**config.mk**
```make
export PLATFORM = sky130hd
export DESIGN_NAME = mr_frame
export DESIGN_NICKNAME = d
export VERILOG_FILES = /design/src/common/mr_pkg.sv /design/src/common/burst_if.sv /design/src/ddr_arb/ddr_arb_fsm.sv /design/src/ddr_arb/ddr_burst_cnt.sv /design/src/hdl/crop_ctrl.sv /design/src/hdl/mr_frame.sv /design/src/hdl/player_io.sv
export SDC_FILE = /design/constraint.sdc
export NUM_CORES = 1
export LEC_CHECK = 0
export ABC_CLOCK_PERIOD_IN_PS = 2400
export BUFFER_PORTS_ARGS = -buffer_cell sky130_fd_sc_hd__buf_2
export CAP_MARGIN = 15
export CORE_AREA = 2 2 123 125
export CTS_CLUSTER_DIAMETER = 80
export DETAILED_ROUTE_END_ITERATION = 6
export DIE_AREA = 0 0 125 127
export GPL_TIMING_DRIVEN = 0
export PLACE_DENSITY_LB_ADDON = 0.3
export SLEW_MARGIN = 25
export SYNTH_ARGS = -nofsm -noshare
export SYNTH_HDL_FRONTEND = slang
export SYNTH_HIERARCHICAL = 1
export SYNTH_SLANG_ARGS = --single-unit
```
**constraint.sdc**
```tcl
create_clock -name clk_sys -period 2.4 [get_ports clk_sys]
set_input_delay 0 -clock clk_sys [delete_from_list [all_inputs] [get_ports clk_sys]]
set_output_delay 0 -clock clk_sys [all_outputs]
set_load 0.02 [all_outputs]
```
**src/common/mr_pkg.sv**
```systemverilog
`default_nettype none

package mr_pkg;

    // Bus widths
    localparam int STATUS_W = 64;
    localparam int DDR_AW   = 29;
    localparam int DDR_DW   = 64;
    localparam int BURST_W  = 8;
    localparam int USER_W   = 7;
    localparam int HDMI_W_W = 12;

    // Only a full HD output leaves room for the vertical crop
    localparam logic [HDMI_W_W-1:0] HDMI_FULL_W = 12'd1920;
    localparam logic [HDMI_W_W-1:0] HDMI_FULL_H = 12'd1080;

    // Lines removed when the crop is active
    localparam logic [HDMI_W_W-1:0] CROP_LINES = 12'd216;

    // Offset options 6 and up wrap to negative offsets
    localparam logic [4:0] CROP_WRAP      = 5'd24;
    localparam logic [3:0] CROP_VCOPT_MAX = 4'd6;

    // OSD status word bit positions
    localparam int ST_SCANFX_LO     = 3;
    localparam int ST_SCANFX_HI     = 5;
    localparam int ST_UART_EN       = 38;
    localparam int ST_CROP_EN       = 41;
    localparam int ST_VCOPT_LO      = 42;
    localparam int ST_VCOPT_HI      = 45;
    localparam int ST_CROP_SCALE_LO = 46;
    localparam int ST_CROP_SCALE_HI = 47;

    // User port lines idle high
    localparam logic [USER_W-1:0] USER_IDLE = '1;

endpackage

`default_nettype wire

```
**src/common/burst_if.sv**
```systemverilog
`timescale 1ns/10ps
`default_nettype none

// Link between the DDR arbiter and its beat counter
interface burst_if #(
    parameter int BW = mr_pkg::BURST_W
);

    // Granted read accepted by the DDR controller
    logic          rd_take;
    // One write beat accepted
    logic          wr_take;
    // Burst length of the granted request
    logic [BW-1:0] burstcnt;
    // Read data beat returned
    logic          dout_ready;
    // Nothing outstanding
    logic          burst_idle;

    modport fsm (
        output rd_take,
        output wr_take,
        output burstcnt,
        input  burst_idle
    );

    modport cnt (
        input  rd_take,
        input  wr_take,
        input  burstcnt,
        input  dout_ready,
        output burst_idle
    );

endinterface

`default_nettype wire

```
**src/ddr_arb/ddr_arb_fsm.sv**
```systemverilog
`timescale 1ns/10ps
`default_nettype none

module ddr_arb_fsm #(
    parameter int AW = mr_pkg::DDR_AW,
    parameter int BW = mr_pkg::BURST_W
) (
    input  wire                         clk_sys,
    input  wire                         rst_n,
    input  wire                         downloading,
    // Fast ROM loader
    input  wire [BW-1:0]                ddrld_burstcnt,
    input  wire [AW-1:0]                ddrld_addr,
    input  wire                         ddrld_rd,
    output logic                        ddrld_busy,
    // Frame buffer rotation
    input  wire [BW-1:0]                rot_burstcnt,
    input  wire [AW-1:0]                rot_addr,
    input  wire                         rot_rd,
    input  wire                         rot_we,
    input  wire [mr_pkg::DDR_DW/8-1:0]  rot_be,
    output logic                        rot_busy,
    // DDR3 controller
    input  wire                         ddram_busy,
    output logic [BW-1:0]               ddram_burstcnt,
    output logic [AW-1:0]               ddram_addr,
    output logic                        ddram_rd,
    output logic                        ddram_we,
    output logic [mr_pkg::DDR_DW/8-1:0] ddram_be,
    burst_if.fsm                        bif
);

    localparam logic OWN_ROT  = 1'b0;
    localparam logic OWN_LOAD = 1'b1;

    logic owner;
    logic want;

    assign want = downloading ? OWN_LOAD : OWN_ROT;

    // Granted port goes straight through while the other one is stalled
    always_comb begin
        if (owner == OWN_LOAD) begin
            ddram_burstcnt = ddrld_burstcnt;
            ddram_addr     = ddrld_addr;
            ddram_rd       = ddrld_rd;
            ddram_we       = 1'b0;
            ddram_be       = '1;
            ddrld_busy     = ddram_busy;
            rot_busy       = 1'b1;
        end else begin
            ddram_burstcnt = rot_burstcnt;
            ddram_addr     = rot_addr;
            ddram_rd       = rot_rd;
            ddram_we       = rot_we;
            ddram_be       = rot_be;
            ddrld_busy     = 1'b1;
            rot_busy       = ddram_busy;
        end
    end

    assign bif.rd_take  = ddram_rd & ~ddram_busy;
    assign bif.wr_take  = ddram_we & ~ddram_busy;
    assign bif.burstcnt = ddram_burstcnt;

    // Hand over only between bursts
    always_ff @(posedge clk_sys) begin
        if (!rst_n) begin
            owner <= OWN_ROT;
        end else if (want != owner && bif.burst_idle && !bif.rd_take && !bif.wr_take) begin
            owner <= want;
        end
    end

    a_rd_we_excl: assert property (
        @(posedge clk_sys) disable iff (!rst_n)
        !(ddram_rd && ddram_we)
    );

endmodule

`default_nettype wire

```
**src/ddr_arb/ddr_burst_cnt.sv**
```systemverilog
`timescale 1ns/10ps
`default_nettype none

module ddr_burst_cnt #(
    parameter int BW = mr_pkg::BURST_W
) (
    input  wire  clk_sys,
    input  wire  rst_n,
    burst_if.cnt bif
);

    logic [BW-1:0] cnt;
    logic          cnt_zero;
    logic          dec;

    assign cnt_zero = (cnt == '0);

    // Later write beats and returned read beats count down
    assign dec = (bif.wr_take && !cnt_zero) || (bif.dout_ready && !bif.rd_take);

    always_ff @(posedge clk_sys) begin
        if (!rst_n) begin
            cnt <= '0;
        end else if (bif.rd_take) begin
            cnt <= bif.burstcnt;
        end else if (bif.wr_take && cnt_zero) begin
            // First write beat is already on the bus
            cnt <= bif.burstcnt - 1'b1;
        end else if (dec) begin
            cnt <= cnt - 1'b1;
        end
    end

    assign bif.burst_idle = cnt_zero;

    // Read data only comes back for a burst in flight
    a_no_underflow: assert property (
        @(posedge clk_sys) disable iff (!rst_n)
        dec |-> !cnt_zero
    );

endmodule

`default_nettype wire

```
**src/hdl/crop_ctrl.sv**
```systemverilog
`timescale 1ns/10ps
`default_nettype none

module crop_ctrl (
    input  wire                           clk_sys,
    input  wire                           rst_n,
    input  wire [mr_pkg::STATUS_W-1:0]    status,
    input  wire [mr_pkg::HDMI_W_W-1:0]    hdmi_width,
    input  wire [mr_pkg::HDMI_W_W-1:0]    hdmi_height,
    input  wire                           direct_video,
    input  wire                           force_scan2x,
    input  wire                           rotate_en,
    output logic                          crop_ok,
    output logic [mr_pkg::HDMI_W_W-1:0]   crop_size,
    output logic [4:0]                    crop_off
);

    // OSD fields
    logic       crop_en;
    logic [3:0] vcopt;
    logic [1:0] crop_scale;
    logic [2:0] scan_fx;
    logic       full_hd;
    logic       crop_allowed;
    logic [4:0] vcopt_x2;

    assign crop_en    = status[mr_pkg::ST_CROP_EN];
    assign vcopt      = status[mr_pkg::ST_VCOPT_HI:mr_pkg::ST_VCOPT_LO];
    assign crop_scale = status[mr_pkg::ST_CROP_SCALE_HI:mr_pkg::ST_CROP_SCALE_LO];
    assign scan_fx    = status[mr_pkg::ST_SCANFX_HI:mr_pkg::ST_SCANFX_LO];

    assign full_hd = (hdmi_width == mr_pkg::HDMI_FULL_W) &&
                     (hdmi_height == mr_pkg::HDMI_FULL_H);

    // Any scaler or rotation mode rules the crop out
    assign crop_allowed = full_hd &&
                          (scan_fx == 3'd0) &&
                          !force_scan2x &&
                          (crop_scale == 2'd0) &&
                          !direct_video &&
                          !rotate_en;

    // Offset step is two lines
    assign vcopt_x2 = {vcopt, 1'b0};

    always_ff @(posedge clk_sys) begin
        if (!rst_n) begin
            crop_ok   <= 1'b0;
            crop_size <= '0;
            crop_off  <= '0;
        end else begin
            crop_ok <= crop_allowed;
            // Size follows the crop_ok of the previous cycle
            if (crop_ok && crop_en) begin
                crop_size <= mr_pkg::CROP_LINES;
            end else begin
                crop_size <= '0;
            end
            // Upper options give negative offsets in 5-bit two's complement
            if (vcopt < mr_pkg::CROP_VCOPT_MAX) begin
                crop_off <= vcopt_x2;
            end else begin
                crop_off <= vcopt_x2 - mr_pkg::CROP_WRAP;
            end
        end
    end

endmodule

`default_nettype wire

```
**src/hdl/mr_frame.sv**
```systemverilog
`timescale 1ns/10ps
`default_nettype none

module mr_frame #(
    parameter int AW = mr_pkg::DDR_AW,
    parameter int BW = mr_pkg::BURST_W
) (
    input  wire                         clk_sys,
    input  wire                         rst_n,
    // Crop settings
    input  wire [mr_pkg::STATUS_W-1:0]  status,
    input  wire [mr_pkg::HDMI_W_W-1:0]  hdmi_width,
    input  wire [mr_pkg::HDMI_W_W-1:0]  hdmi_height,
    input  wire                         direct_video,
    input  wire                         force_scan2x,
    input  wire                         rotate_en,
    output wire                         crop_ok,
    output wire [mr_pkg::HDMI_W_W-1:0]  crop_size,
    output wire [4:0]                   crop_off,
    // Mouse
    input  wire [24:0]                  ps2_mouse,
    output wire [8:0]                   mouse_dx,
    output wire [8:0]                   mouse_dy,
    output wire [7:0]                   mouse_f,
    output wire                         mouse_st,
    // User port
    input  wire [mr_pkg::USER_W-1:0]    user_in,
    input  wire                         game_tx,
    input  wire                         cheat_tx,
    output wire [mr_pkg::USER_W-1:0]    user_out,
    output wire                         game_rx,
    // Loader
    input  wire                         downloading,
    input  wire [BW-1:0]                ddrld_burstcnt,
    input  wire [AW-1:0]                ddrld_addr,
    input  wire                         ddrld_rd,
    output wire                         ddrld_busy,
    // Rotation
    input  wire [BW-1:0]                rot_burstcnt,
    input  wire [AW-1:0]                rot_addr,
    input  wire                         rot_rd,
    input  wire                         rot_we,
    input  wire [mr_pkg::DDR_DW/8-1:0]  rot_be,
    output wire                         rot_busy,
    // DDR3
    output wire [BW-1:0]                ddram_burstcnt,
    output wire [AW-1:0]                ddram_addr,
    output wire                         ddram_rd,
    output wire                         ddram_we,
    output wire [mr_pkg::DDR_DW/8-1:0]  ddram_be,
    input  wire                         ddram_busy,
    input  wire                         ddram_dout_ready
);

    wire uart_en;

    assign uart_en = status[mr_pkg::ST_UART_EN];

    burst_if #(.BW(BW)) u_bif ();

    assign u_bif.dout_ready = ddram_dout_ready;

    crop_ctrl u_crop (
        .clk_sys      ( clk_sys      ),
        .rst_n        ( rst_n        ),
        .status       ( status       ),
        .hdmi_width   ( hdmi_width   ),
        .hdmi_height  ( hdmi_height  ),
        .direct_video ( direct_video ),
        .force_scan2x ( force_scan2x ),
        .rotate_en    ( rotate_en    ),
        .crop_ok      ( crop_ok      ),
        .crop_size    ( crop_size    ),
        .crop_off     ( crop_off     )
    );

    player_io u_player (
        .clk_sys   ( clk_sys   ),
        .rst_n     ( rst_n     ),
        .ps2_mouse ( ps2_mouse ),
        .uart_en   ( uart_en   ),
        .user_in   ( user_in   ),
        .game_tx   ( game_tx   ),
        .cheat_tx  ( cheat_tx  ),
        .mouse_dx  ( mouse_dx  ),
        .mouse_dy  ( mouse_dy  ),
        .mouse_f   ( mouse_f   ),
        .mouse_st  ( mouse_st  ),
        .user_out  ( user_out  ),
        .game_rx   ( game_rx   )
    );

    ddr_arb_fsm #(.AW(AW), .BW(BW)) u_arb (
        .clk_sys        ( clk_sys        ),
        .rst_n          ( rst_n          ),
        .downloading    ( downloading    ),
        .ddrld_burstcnt ( ddrld_burstcnt ),
        .ddrld_addr     ( ddrld_addr     ),
        .ddrld_rd       ( ddrld_rd       ),
        .ddrld_busy     ( ddrld_busy     ),
        .rot_burstcnt   ( rot_burstcnt   ),
        .rot_addr       ( rot_addr       ),
        .rot_rd         ( rot_rd         ),
        .rot_we         ( rot_we         ),
        .rot_be         ( rot_be         ),
        .rot_busy       ( rot_busy       ),
        .ddram_busy     ( ddram_busy     ),
        .ddram_burstcnt ( ddram_burstcnt ),
        .ddram_addr     ( ddram_addr     ),
        .ddram_rd       ( ddram_rd       ),
        .ddram_we       ( ddram_we       ),
        .ddram_be       ( ddram_be       ),
        .bif            ( u_bif.fsm      )
    );

    ddr_burst_cnt #(.BW(BW)) u_bcnt (
        .clk_sys ( clk_sys   ),
        .rst_n   ( rst_n     ),
        .bif     ( u_bif.cnt )
    );

endmodule

`default_nettype wire

```
**src/hdl/player_io.sv**
```systemverilog
`timescale 1ns/10ps
`default_nettype none

module player_io (
    input  wire                         clk_sys,
    input  wire                         rst_n,
    input  wire [24:0]                  ps2_mouse,
    input  wire                         uart_en,
    input  wire [mr_pkg::USER_W-1:0]    user_in,
    input  wire                         game_tx,
    input  wire                         cheat_tx,
    output logic [8:0]                  mouse_dx,
    output logic [8:0]                  mouse_dy,
    output logic [7:0]                  mouse_f,
    output logic                        mouse_st,
    output logic [mr_pkg::USER_W-1:0]   user_out,
    output logic                        game_rx
);

    logic toggle_l;
    logic new_pkt;

    // Bit 24 flips once per packet
    assign new_pkt = ps2_mouse[24] ^ toggle_l;

    always_ff @(posedge clk_sys) begin
        if (!rst_n) begin
            toggle_l <= 1'b0;
            mouse_st <= 1'b0;
        end else begin
            toggle_l <= ps2_mouse[24];
            mouse_st <= new_pkt;
        end
    end

    // Movement bytes get their sign from the flag byte
    always_ff @(posedge clk_sys) begin
        if (new_pkt) begin
            mouse_f  <= ps2_mouse[7:0];
            mouse_dx <= {ps2_mouse[4], ps2_mouse[15:8]};
            mouse_dy <= {ps2_mouse[5], ps2_mouse[23:16]};
        end
    end

    // Game and cheat UARTs share the TX line
    always_ff @(posedge clk_sys) begin
        if (!rst_n) begin
            user_out <= mr_pkg::USER_IDLE;
        end else if (uart_en) begin
            user_out <= {{(mr_pkg::USER_W-1){1'b1}}, game_tx & cheat_tx};
        end else begin
            user_out <= mr_pkg::USER_IDLE;
        end
    end

    assign game_rx = uart_en ? user_in[1] : 1'b1;

endmodule

`default_nettype wire

```
# Word-level counts from Yosys, hierarchy flattened
# Cells that the tools add are included.
# classes
n_bitwise,6
n_eq_ne,3
mux,14
reduce_logical,26
order_cmp,1
n_addsub,3
# op_table
operator,count
8-bit 2-to-1 mux,6
29-bit 2-to-1 mux,1
12-bit by 11-bit == test with 1-bit output (second input constant),2
8-bit by 1-bit subtractor with 8-bit output (second input constant),2
1-bit logical AND,13
8-bit zero test,1
1-bit zero test,6
1-bit 2-to-1 mux,6
5-bit 2-to-1 mux,1
5-bit subtractor (second input constant),1
4-bit by 3-bit < comparator with 1-bit output (second input constant),1
1-bit AND,3
3-bit zero test,1
3-bit nonzero test,1
2-bit zero test,1
1-bit NOT,2
2-bit AND reduction,1
2-bit OR reduction,1
1-bit logical OR,1
1-bit != test,1
1-bit XOR,1
# word_totals
word_cells,66
reg_bits,62

# Depth between registers and ports, before layout
# Gate-level depths: netlist of the first run.
# logic_depth
word_depth,8
depth_mapped,12
mapped_depth_nobuf,10

# Hierarchy
# The synthesis of the first run kept the hierarchy.
# by_module_without_submodules
module,cells_each,area_each_um2,n_inst
player_io,42,882.1,1
ddr_arb_fsm,73,701.9,1
ddr_burst_cnt,81,671.9,1
crop_ctrl,41,405.4,1

# Worst setup path after synthesis of the first run
# Ideal clock, no wire load.
# synth_timing
kind,reg2reg
start,reg u_arb.owner
end,reg u_bcnt.cnt[4]
path_slack_ns,-0.017
t_required_ns,2.271
t_arrival_ns,2.287
setup_ns,0.129
stages_incl_launch_ff,13
synth_period_minus_slack_ns,2.417
cell_sequence,dfxtp_1 > buf_6 > buf_8 > or2_4 > nor2_1 > nand2b_1 > nor3_4 > a21oi_1 > ha_1 > nand2b_1 > or4_2 > a41oi_1 > a31oi_1
# synth_via
elab_cells_between_ends,14
cone_classes,add/sub: 1; mux: 5; bitwise: 2; reduce/logical: 6
# synth_lines
element,line_no,source
start: declaration,ddr_arb_fsm.sv:36,logic owner;
start signal: assignment,ddr_arb_fsm.sv:71,owner <= want;
1-bit 2-to-1 mux *,ddr_arb_fsm.sv:43,if (owner == OWN_LOAD) begin
1-bit AND *,ddr_arb_fsm.sv:63,assign bif.wr_take = ddram_we & ~ddram_busy;
net u_bif.wr_take,burst_if.sv:12,logic wr_take;
"1-bit logical AND, on equally long branches","ddr_burst_cnt.sv:26, ddr_burst_cnt.sv:19",
8-bit 2-to-1 mux / 1-bit logical OR (equally long branches),"ddr_burst_cnt.sv:26, ddr_burst_cnt.sv:19",
8-bit 2-to-1 mux / 3-bit nonzero test (equally long branches),-,
end signal: assignment,ddr_burst_cnt.sv:25,cnt <= bif.burstcnt;
end signal: assignment,ddr_burst_cnt.sv:28,cnt <= bif.burstcnt - 1'b1;
end signal: assignment,ddr_burst_cnt.sv:30,cnt <= cnt - 1'b1;
end: declaration,ddr_burst_cnt.sv:12,logic [BW-1:0] cnt;
# The timed path passes the listed nets; every way through them passes the cells marked *.
# A chain may end at the register's enable or synchronous reset.

# Final worst setup path of the first run
# layout_timing
start,reg u_arb.owner
end,reg u_bcnt.cnt[2]
# Same word-level chain as after synthesis.

==> results of run 1 <==
==> where the power goes <==
group | total (uW) | switching, uW | internal [uW]
clock network | 678 | 289 | 389
logic | 937 | 484 | 453
registers | 874 | 43.0 | 831
total | 2490 | 816 | 1670
==> flip-flops by register name (all words and copies together) (netlist names) <==
register and count:
u_arb/owner 1, u_bcnt/cnt 8, u_crop/crop_off 4, u_crop/crop_ok 1, u_crop/crop_size 1, u_player/mouse_dx 8
u_player/mouse_dy 8, u_player/mouse_f 8, u_player/mouse_st 1, u_player/toggle_l 1, u_player/user_out 1
==> tightest hold or removal path, delay by kind of cell <==
family,cells,cell delay (ns)
buf+inv,1,0.07
simple gates,3,0.17
==> per-stage QoR <==
stage                     area (um^2)  utilization
after floorplan                  2720            -
after global placement           4161       0.2885
after detailed placement         4208       0.2917
after CTS                        4746       0.3290
after global routing             4811       0.3335
final                            4811       0.3335
==> cells in the final DEF, fill, tap and decap left out, drive strengths merged, types with 2 or more instances in the layout <==
cell type      n
nor3b          2
conb          15
xor2           2
a41oi          2
and2           5
nor4           7
or4            2
nor2           7
buf          286
inv            4
dlygate4sd3   31
dfxtp         18
a31oi          3
a211o          2
nand2b         4
nand2          6
o31ai          3
nand4          3
clkinvlp       2
o2111ai        2
or3            3
nor3           9
o31a           2
ha             2
a21oi          7
nor4b          3
o21ai          8
clkbuf         8
mux2          38
or2           11
edfxtp        24
nor2b          4
==> area by class of cell <==
type	count	share of cell area
tap	184	0.04785
buffer	36	0.06086
clock buffer	5	0.02601
timing repair buffer	284	0.3376
clock inverter	3	0.004941
multi-input combinational	168	0.2947
inverter	3	0.002341
sequential	42	0.2257
==> what timing repair did <==
item / CTS / global route
setup buffers: 5 / 5
setup endpoints to repair: 4 / 3
hold buffers: 31 / 0
hold endpoints to repair: 29 / 0
resized for setup: 9 / 7
pin swaps: 3 / 6
==> how the worst min path moves through the flow <==
stage                   start              endpoint  slack (ns)  depth (start not counted)
2_1_floorplan      status[38]  u_player/user_out[0]        0.07                          1
3_3_place_gp     ps2_mouse[2]   u_player/mouse_f[2]        0.18                          1
3_5_place_dp    ps2_mouse[19]  u_player/mouse_dy[3]        0.18                          1
4_1_cts         hdmi_width[1]        u_crop/crop_ok       0.003                          4
5_1_grt         ps2_mouse[24]     u_player/toggle_l        0.01                          2
6_report       hdmi_height[2]        u_crop/crop_ok       0.003                          4
==> cells by family (layout without fill, tap and decap cells) <==
group,count (synthesis),after routing,synth area share
adders and majority gates,2,2,0.009401
buffers and inverters,40,331,0.1171
xor gates and xnor gates,3,3,0.009875
DFF,42,42,0.4062
and+or+nand+nor,71,71,0.1838
AOI/OAI and AO/OA,39,39,0.1100
muxes,38,38,0.1608
other,2,15,0.002822
==> layer usage <==
layer,track usage,vias to the layer above,routed length (um)
li1,-,1457,-
met1,0.1216,1398,3686
met2,0.2113,149,5012
met3,0.02848,6,695
met4,0.02549,2,48
met5,0,-,13
==> summary.md, run 1 <==
| Metric | Value |
|---|---|
| Fill count | 1457 |
| Power Density | 517.4 nW/um^2 |
| Crit Path Category | reg2reg |
| Clk slew on worst S/H paths | 0.06 ns |
| Leak pwr | 0.002251 uW |
| Critical path, cell by cell | buf_8 > or2_4 > nor2_4 > nand2b_4 > nor3_4 > a21oi_4 > ha_4 > buf_4 > a211o_1 > a32o_1 |
| Synth area leaders | edfxtp_1 27%, mux2_2 16%, dfxtp_1 14%, buf_4 7.9%, or2_1 1.9% |
| YS warnings | 6 |
| Nets | 757 |
| Worst Setup End Kind | register |
| Initial core utilization | 0.1845 |
| DP HPWL | 7464 um |
| Crit-path leading delay family | simple AND/OR/NAND/NOR gates |
| Final Cycle Share | 0.9662 |
| CTS tree | done |
| Worst IR Drop VDD | 0.0002692 V |
| Synth cell types | 59 |
| Leading area contributor after synthesis | edfxtp_1 |
| Total core area | 14420 um^2 |
| Antenna Nets Post-Route | 0 |
| Final hold slack | 0.003197 ns |
| Max Cap Viol | 0 |
| Overflow after GRT | 0 |
| Diode count | 0 |
| Vias in the first global route | 3012 |
| Initial antenna violation count | 1 |
| Fraction of registers with async set/reset | 0 |
| Yosys top cell area share | 0.2708 |
| Routed Wire Length | 9457 um |
| Synth Area per Inst | 11.23 um^2 |
| DIE AREA | 15880 um^2 |
| Seq/Total Area, Yosys | 0.4062 |
| Final hold vios | 0 |
| Routed WL per cell | 13.04 um |
| Overall power | 2489 uW |
| Register bit total from synthesis | 42 |
| Area of the multi-input gates | 1418 um^2 |
| Worst r2r dst | u_bcnt/cnt[2] |
| Fmax | 0.4312 GHz |
| WP depth | 10 |
| GP Congestion | 0.8486 |
| Worst EP required | 2.57 ns |
| CP endpoint | u_bcnt/cnt[2] |
| Reg-to-Reg Start | u_arb/owner |
| Fin cells | 725 |
| Post-place setup slack | -0.2978 ns |
| WP data arrival | 2.49 ns |
| Reg2reg path depth | 10 |
| Post-synth EDFFs | 24 |
| Setup_tns | 0 ns |
| Placed insts | 677 |
| Share of cells above drive strength 1 | 0.6802 |
| GRT Total Usage | 0.1102 |
| Worst setup margin | 0.08102 ns |
| Post-route DRC violation count | 0 |
| Crit start category | register |
| Longest Clk Path Bufs | 2 |
| Most frequent cell after synthesis | mux2_2 |
| HP Class | in2reg |
| Synth Flop Type | edfxtp_1 |
| Final worst path period need | 2.319 ns |
| Synthesized area | 2661 um^2 |
| PortBufs | 242 |
| CTS Buf Count | 5 |
| Sequential cell area | 1086 um^2 |
| Max incr delay on CP | 0.38 ns |
| Drt initial violations | 78 |
| Core Rows | 44 |
| Area Growth Syn to Fin | 80.77% |
| Setup Skew | 0.004498 ns |
| Largest net degree at the start of global routing | 21 |
| CP max-delay cell | dfxtp_4 |
| Htree depth | 2 |
| Worst setup path startpoint | u_arb/owner |
| R2R Setup Slk | 0.08 ns |
| Worst-path maximum fanout | 6 |
| Die H | 127 um |
| Status | finished clean |
| I/O Pins | 317 |
| Root Buffer | clkbuf_16 |
| Crit path buf inv count | 2 |
| Top cells by count, synth | 38 x mux2_2, 28 x buf_4, 24 x edfxtp_1, 18 x dfxtp_1 |
| Max Slew Vio Count | 0 |
| Clk_lat worst skew | 0.28 ns |
| Final setup fails | 0 |
| Via density | 4.154 |
| Die width | 125 um |
| First-pass GRT wire length | 14450 um |
| Drt first pass iters | 4 |
| Via count | 3012 |
| Cells after synthesis | 237 |
| Clock sinks | 42 |
(Power assumes the default switching activity.)
==> run 2, diff against run 1 <==
--- a/config.mk
+++ b/config.mk
@@ -7,13 +7,14 @@
 export LEC_CHECK = 0
 export ABC_CLOCK_PERIOD_IN_PS = 2400
 export BUFFER_PORTS_ARGS = -buffer_cell sky130_fd_sc_hd__buf_2
-export CAP_MARGIN = 15
+export CAP_MARGIN = 20
 export CORE_AREA = 2 2 123 125
 export CTS_CLUSTER_DIAMETER = 80
 export DETAILED_ROUTE_END_ITERATION = 6
 export DIE_AREA = 0 0 125 127
 export GPL_TIMING_DRIVEN = 0
 export PLACE_DENSITY_LB_ADDON = 0.3
+export SKIP_CTS_REPAIR_TIMING = 1
 export SLEW_MARGIN = 25
 export SYNTH_ARGS = -nofsm -noshare
 export SYNTH_HDL_FRONTEND = slang
==> constraint.sdc (replaced) <==
create_clock -name clk_sys -period 2.4 [get_ports clk_sys]
set_input_delay 0.24 -clock clk_sys [delete_from_list [all_inputs] [get_ports clk_sys]]
set_output_delay 0.24 -clock clk_sys [all_outputs]
set_load 0.02 [all_outputs]
==> run 2 against run 1 <==
- utilization is 2.1 points lower
- largest power group unchanged
- critical path depth increased by 1
- non-clock buffer count is 30 lower
- clock-buffer cell count unchanged
- power shrank 1.4%
- sequential share of layout area grew 1.4 points
- register-to-register slack worse by 0.05 ns
==> summary.md, run 2 (synthesis results as in run 1) <==
| Metric | Value |
|---|---|
| PortBufs | 242 (unchanged) |
| Final Cell Area | 4513 um^2 (-6.2%) |
| First-pass GRT wire length | 13620 um (-5.7%) |
| Worst IR Drop VDD | 0.0002681 V (-0.39%) |
| Crit start category | register |
| GRT Total Usage | 0.1037 (-0.006475) |
| DIE AREA | 15880 um^2 (unchanged) |
| Vias in the first global route | 2850 (-5.4%) |
| Nets | 727 (-4.0%) |
| Drt initial violations | 71 (-9.0%) |
| Most common cell after layout, fill and taps aside | buf_2 |
| Die width | 125 um (unchanged) |
| DP HPWL | 7464 um (unchanged) |
| Worst Setup End Kind | register |
| Initial core utilization | 0.1845 (unchanged) |
| WP data arrival | 2.54 ns (+0.05 ns) |
| Post-route DRC violation count | 0 (unchanged) |
| Longest Clk Path Bufs | 2 (unchanged) |
| Status | finished clean |
| Final Cycle Share | 0.9861 (+0.01984) |
| Most frequent cells in the layout | 244 x buf_2, 38 x buf_4, 36 x mux2_2 |
| Post-place setup slack | -0.2978 ns (unchanged) |
| Fmax | 0.4225 GHz (-2.0%) |
| Total core area | 14420 um^2 (unchanged) |
| Routed Wire Length | 8967 um (-5.2%) |
| CP max-delay cell | dfxtp_1 |
| Max Cap Viol | 0 (unchanged) |
| Via count | 2863 (-4.9%) |
| Util after Layout | 0.3129 (-0.02065) |
| Critical path, cell by cell | buf_6 > buf_8 > or2_4 > nor2_4 > nand2b_4 > nor3_4 > a21oi_4 > ha_4 > buf_4 > a211o_1 > a32o_1 |
| Max incr delay on CP | 0.31 ns (-0.07 ns) |
| HP Class | in2reg |
| Htree depth | 2 (unchanged) |
| Share of cells above drive strength 1 | 0.7202 (+0.03993) |
| Power Density | 543.5 nW/um^2 (+5.1%) |
| Worst EP required | 2.58 ns (about the same) |
| DP Area | 4208 um^2 (unchanged) |
| Leak pwr | 0.002131 uW (-5.3%) |
| Clk_lat worst skew | 0.28 ns (about the same) |
| RSZ-0062 raised after global routing | yes |
| Max Slew Vio Count | 0 (unchanged) |
| CTS Buf Count | 5 (unchanged) |
| Worst-path maximum fanout | 10 (+4) |
| Antenna Nets Post-Route | 0 (unchanged) |
| Via density | 4.119 (-0.84%) |
| Area Growth Syn to Fin | 69.58% |
| Drt first pass iters | 4 (unchanged) |
| Initial antenna violation count | 1 (unchanged) |
| Clk slew on worst S/H paths | 0.06 ns (about the same) |
| Root Buffer | clkbuf_16 |
| Crit Path Category | reg2reg |
| Setup Skew | 0.003542 ns (-0.0009551 ns) |
| Final setup fails | 0 (unchanged) |
| Final hold vios | 0 (unchanged) |
| Routed WL per cell | 12.90 um (-1.1%) |
| Overflow after GRT | 0 (unchanged) |
| Worst setup margin | 0.03340 ns (-0.04762 ns) |
| Final worst path period need | 2.367 ns (+0.04762 ns) |
| Core Rows | 44 (unchanged) |
| Clock sinks | 42 (unchanged) |
| CTS tree | done |
| Largest net degree at the start of global routing | 21 (unchanged) |
| GP Congestion | 0.8486 (unchanged) |
| I/O Pins | 317 (unchanged) |
| Die H | 127 um (unchanged) |
| Diode count | 0 (unchanged) |
-- run 2: cell types whose count changed in the layout (fill, tap and decap cells not counted) --
| cell | change |
|---|---|
| dlygate4sd3_1 | -31 |
| buf_12 | +1 |
| buf_6 | +1 |
| buf_8 | -1 |
| dfxtp_1 | +1 |
| dfxtp_4 | -1 |
-- run 2: cell type report --
type / instances / area (um^2)
plain buffers: 37 / 309.0
inverters: 3 / 11.26
clock buffers: 5 / 125.1
multi-input cells: 168 / 1418
repair buffers: 253 / 1314
clock inverters: 3 / 23.77
flip-flops and latches: 42 / 1082
fillers: 1493 / 9911
well taps: 184 / 230.2
-- run 2: critical path: cells and delay by family (launching register included) --
kind                     cells  cell delay, ns
AND/OR/NAND/NOR              4            0.79
adder cells (fa/ha/maj)      1            0.20
AO/OA/AOI/OAI                3            0.56
flip-flops                   1            0.31
buffers and inverters        3            0.39
-- run 2: power by group --
group | switching [uW] | internal, uW
Clock | 291 | 389
Combinational | 479 | 424
Sequential | 38.4 | 831
Total | 809 | 1640
-- run 2: through the flow --
step | total power [uW] | TNS, ns | hold WS, ns | std cells
floorplan | 1407 | 0 | 0.3118 | 250
global placement | 1703 | -0.7270 | 0.4183 | 676
detailed placement | 1730 | -0.8438 | 0.4187 | 677
CTS | 2431 | -0.9513 | 0.1212 | 685
global route | 2576 | -0.09263 | 0.1204 | 695
finish | 2453 | 0 | 0.1282 | 695
-- run 2: layer usage --
metal,up-vias,GRT usage,share of wire
li1,1394,-,-
met1,1315,0.1160,0.39
met2,148,0.1941,0.52
met3,4,0.02973,0.084
met4,2,0.02549,0.0035
met5,-,0,0.0014
-- run 2: final timing paths --
kind,start,slack (ns),depth (start not counted),endpoint
max,u_arb/owner,0.03,11,u_bcnt/cnt[2]
min,ps2_mouse[19],0.13,1,u_player/mouse_dy[3]
max reg2reg,u_arb/owner,0.03,11,u_bcnt/cnt[2]
min reg2reg,u_crop/crop_ok,0.52,1,u_crop/crop_size[6]
==> run 3, diff against run 2 <==
--- a/config.mk
+++ b/config.mk
@@ -8,10 +8,13 @@
 export ABC_CLOCK_PERIOD_IN_PS = 2400
 export BUFFER_PORTS_ARGS = -buffer_cell sky130_fd_sc_hd__buf_2
 export CAP_MARGIN = 20
-export CORE_AREA = 2 2 123 125
+export CELL_PAD_IN_SITES_DETAIL_PLACEMENT = 1
+export CELL_PAD_IN_SITES_GLOBAL_PLACEMENT = 2
+export CORE_ASPECT_RATIO = 0.6
+export CORE_MARGIN = 2
+export CORE_UTILIZATION = 15
 export CTS_CLUSTER_DIAMETER = 80
 export DETAILED_ROUTE_END_ITERATION = 6
-export DIE_AREA = 0 0 125 127
 export GPL_TIMING_DRIVEN = 0
 export PLACE_DENSITY_LB_ADDON = 0.3
 export SKIP_CTS_REPAIR_TIMING = 1
==> run 3 against run 2 <==
- clock power grew 14%
- non-clock buffer count grew 1
- fmax grew 2.4%
- sequential share of layout area shrank 0.44 points
- die area grew 19%
- critical endpoint unchanged
- largest cell class unchanged
==> summary.md, run 3 (synthesis results as in run 1) <==
| Metric | Value |
|---|---|
| Overall power | 2558 uW (+4.3%) |
| DIE AREA | 18860 um^2 (+19%) |
| Crit Path Category | reg2reg |
| Worst EP required | 2.58 ns (about the same) |
| Reg2reg path depth | 7 (-4) |
| R2R Setup Slk | 0.09 ns (+0.06 ns) |
| Leak pwr | 0.002156 uW (+1.2%) |
| Area Growth Syn to Fin | 72.92% |
| CP endpoint | u_bcnt/cnt[2] |
| CTS Buf Count | 5 (unchanged) |
| Max Cap Viol | 0 (unchanged) |
| Final Cycle Share | 0.9629 (-0.02315) |
| GRT Total Usage | 0.1045 (+0.0008100) |
| Core Rows | 37 (-16%) |
| Overflow after GRT | 0 (unchanged) |
| Worst setup path startpoint | u_bcnt/cnt[3] |
| Initial antenna violation count | 1 (unchanged) |
| Routed WL per cell | 13.91 um (+7.8%) |
| Total core area | 17270 um^2 (+20%) |
| Worst IR Drop VDD | 0.0002058 V (-23%) |
| Setup_tns | 0 ns (unchanged) |
| Most common cell after layout, fill and taps aside | buf_2 |
| WP data arrival | 2.49 ns (-0.05 ns) |
| GP Congestion | 0.7175 (-15%) |
| Share of cells above drive strength 1 | 0.7227 (+0.002500) |
| I/O Pins | 317 (unchanged) |
| Worst Setup End Kind | register |
| Via density | 3.862 (-6.2%) |
| Post-place setup slack | -0.3901 ns (-0.09227 ns) |
| Drt first pass iters | 4 (unchanged) |
| Htree depth | 2 (unchanged) |
| Worst setup margin | 0.08896 ns (+0.05556 ns) |
| Drt initial violations | 77 (+8.5%) |
| Clock sinks | 42 (unchanged) |
| Final setup fails | 0 (unchanged) |
| Nets | 728 (+0.14%) |
| Initial core utilization | 0.1541 (-0.03039) |
| Die width | 176.0 um (+41%) |
| Root Buffer | clkbuf_16 |
| Most frequent cells in the layout | 244 x buf_2, 38 x buf_4, 35 x mux2_2 |
| HP Class | in2reg |
| Vias in the first global route | 3089 (+8.4%) |
| Max Slew Vio Count | 0 (unchanged) |
| CTS tree | done |
| Via count | 2885 (+0.77%) |
| Routed Wire Length | 10390 um (+16%) |
| Final worst path period need | 2.311 ns (-0.05556 ns) |
| DP HPWL | 8671 um (+16%) |
| Setup Skew | 0.005492 ns (+0.001949 ns) |
| PortBufs | 242 (unchanged) |
| Status | finished clean |
| First-pass GRT wire length | 15350 um (+13%) |
| Reg-to-Reg Start | u_bcnt/cnt[3] |
| Antenna Nets Post-Route | 0 (unchanged) |
| Final hold vios | 0 (unchanged) |
| Power Density | 555.9 nW/um^2 (+2.3%) |
| Crit start category | register |
| Longest Clk Path Bufs | 2 (unchanged) |
| Worst-path maximum fanout | 8 (-2) |
| Worst r2r dst | u_bcnt/cnt[2] |
| Largest net degree at the start of global routing | 21 (unchanged) |
| Post-route DRC violation count | 0 (unchanged) |
| Clk_lat worst skew | 0.29 ns (about the same) |
| Fmax | 0.4327 GHz (+2.4%) |
| Die H | 107.2 um (-16%) |
| Util after Layout | 0.2665 (-0.04639) |
| RSZ-0062 raised after global routing | no |
| Clk slew on worst S/H paths | 0.07 ns (about the same) |
## run 3: changes by cell type in the layout (fill, tap and decap cells not counted), sizes merged
cell	before	now
clkinv	0	2
clkinvlp	2	0
buf	287	288
bufinv	0	1
diode	0	1
inv	4	3
## run 3: area by class of cell
cell class,count,area [um^2]
plain buffers,37,314.1
repair buffers,254,1334
fillers,2069,12670
flip-flops and latches,42,1084
well taps,234,292.8
clock buffers,5,125.1
inverters,3,11.26
multi-input cells,168,1399
clock inverters,3,40.04
diodes,1,2.502
## run 3: through the flow
stage	hold slack, ns	std cells	area [um^2]
finish	0.1262	747	4602
global placement	0.4160	726	4224
detailed placement	0.4183	727	4270
CTS	0.1171	735	4436
global route	0.1119	746	4599
floorplan	0.3118	250	2720
## run 3: metal layers
metal / GRT usage / share of wire / up-vias
li1: - / - / 1398
met4: 0.02656 / 0.0074 / 0
met1: 0.1236 / 0.41 / 1392
met2: 0.1887 / 0.52 / 90
met5: 0 / 0 / -
met3: 0.02730 / 0.057 / 5
## run 3: worst min path at each step
| stage | start | endpoint | cells after the start | slack [ns] |
|---|---|---|---|---|
| after CTS | ps2_mouse[1] | u_player/mouse_f[1] | 1 | 0.12 |
| after global routing | ps2_mouse[1] | u_player/mouse_f[1] | 1 | 0.11 |
| after global placement | ps2_mouse[9] | u_player/mouse_dx[1] | 1 | 0.42 |
| after detailed placement | ps2_mouse[22] | u_player/mouse_dy[6] | 1 | 0.42 |
| after floorplan | status[38] | u_player/user_out[0] | 1 | 0.31 |
| final | ps2_mouse[1] | u_player/mouse_f[1] | 1 | 0.13 |
## run 3: power breakdown
part / leakage, uW / switching (uW) / internal (uW)
logic: 0.00169 / 481 / 427
clock network: 0.0000836 / 287 / 487
registers: 0.000384 / 44.7 / 831
## run 3: critical path, stage by stage, from the launching register on
cell and delay, ns:
dfxtp_1 0.40, or4_4 0.62, nor3_4 0.27, a21oi_2 0.10, ha_2 0.21, buf_4 0.14, a211o_1 0.26, a32o_1 0.20
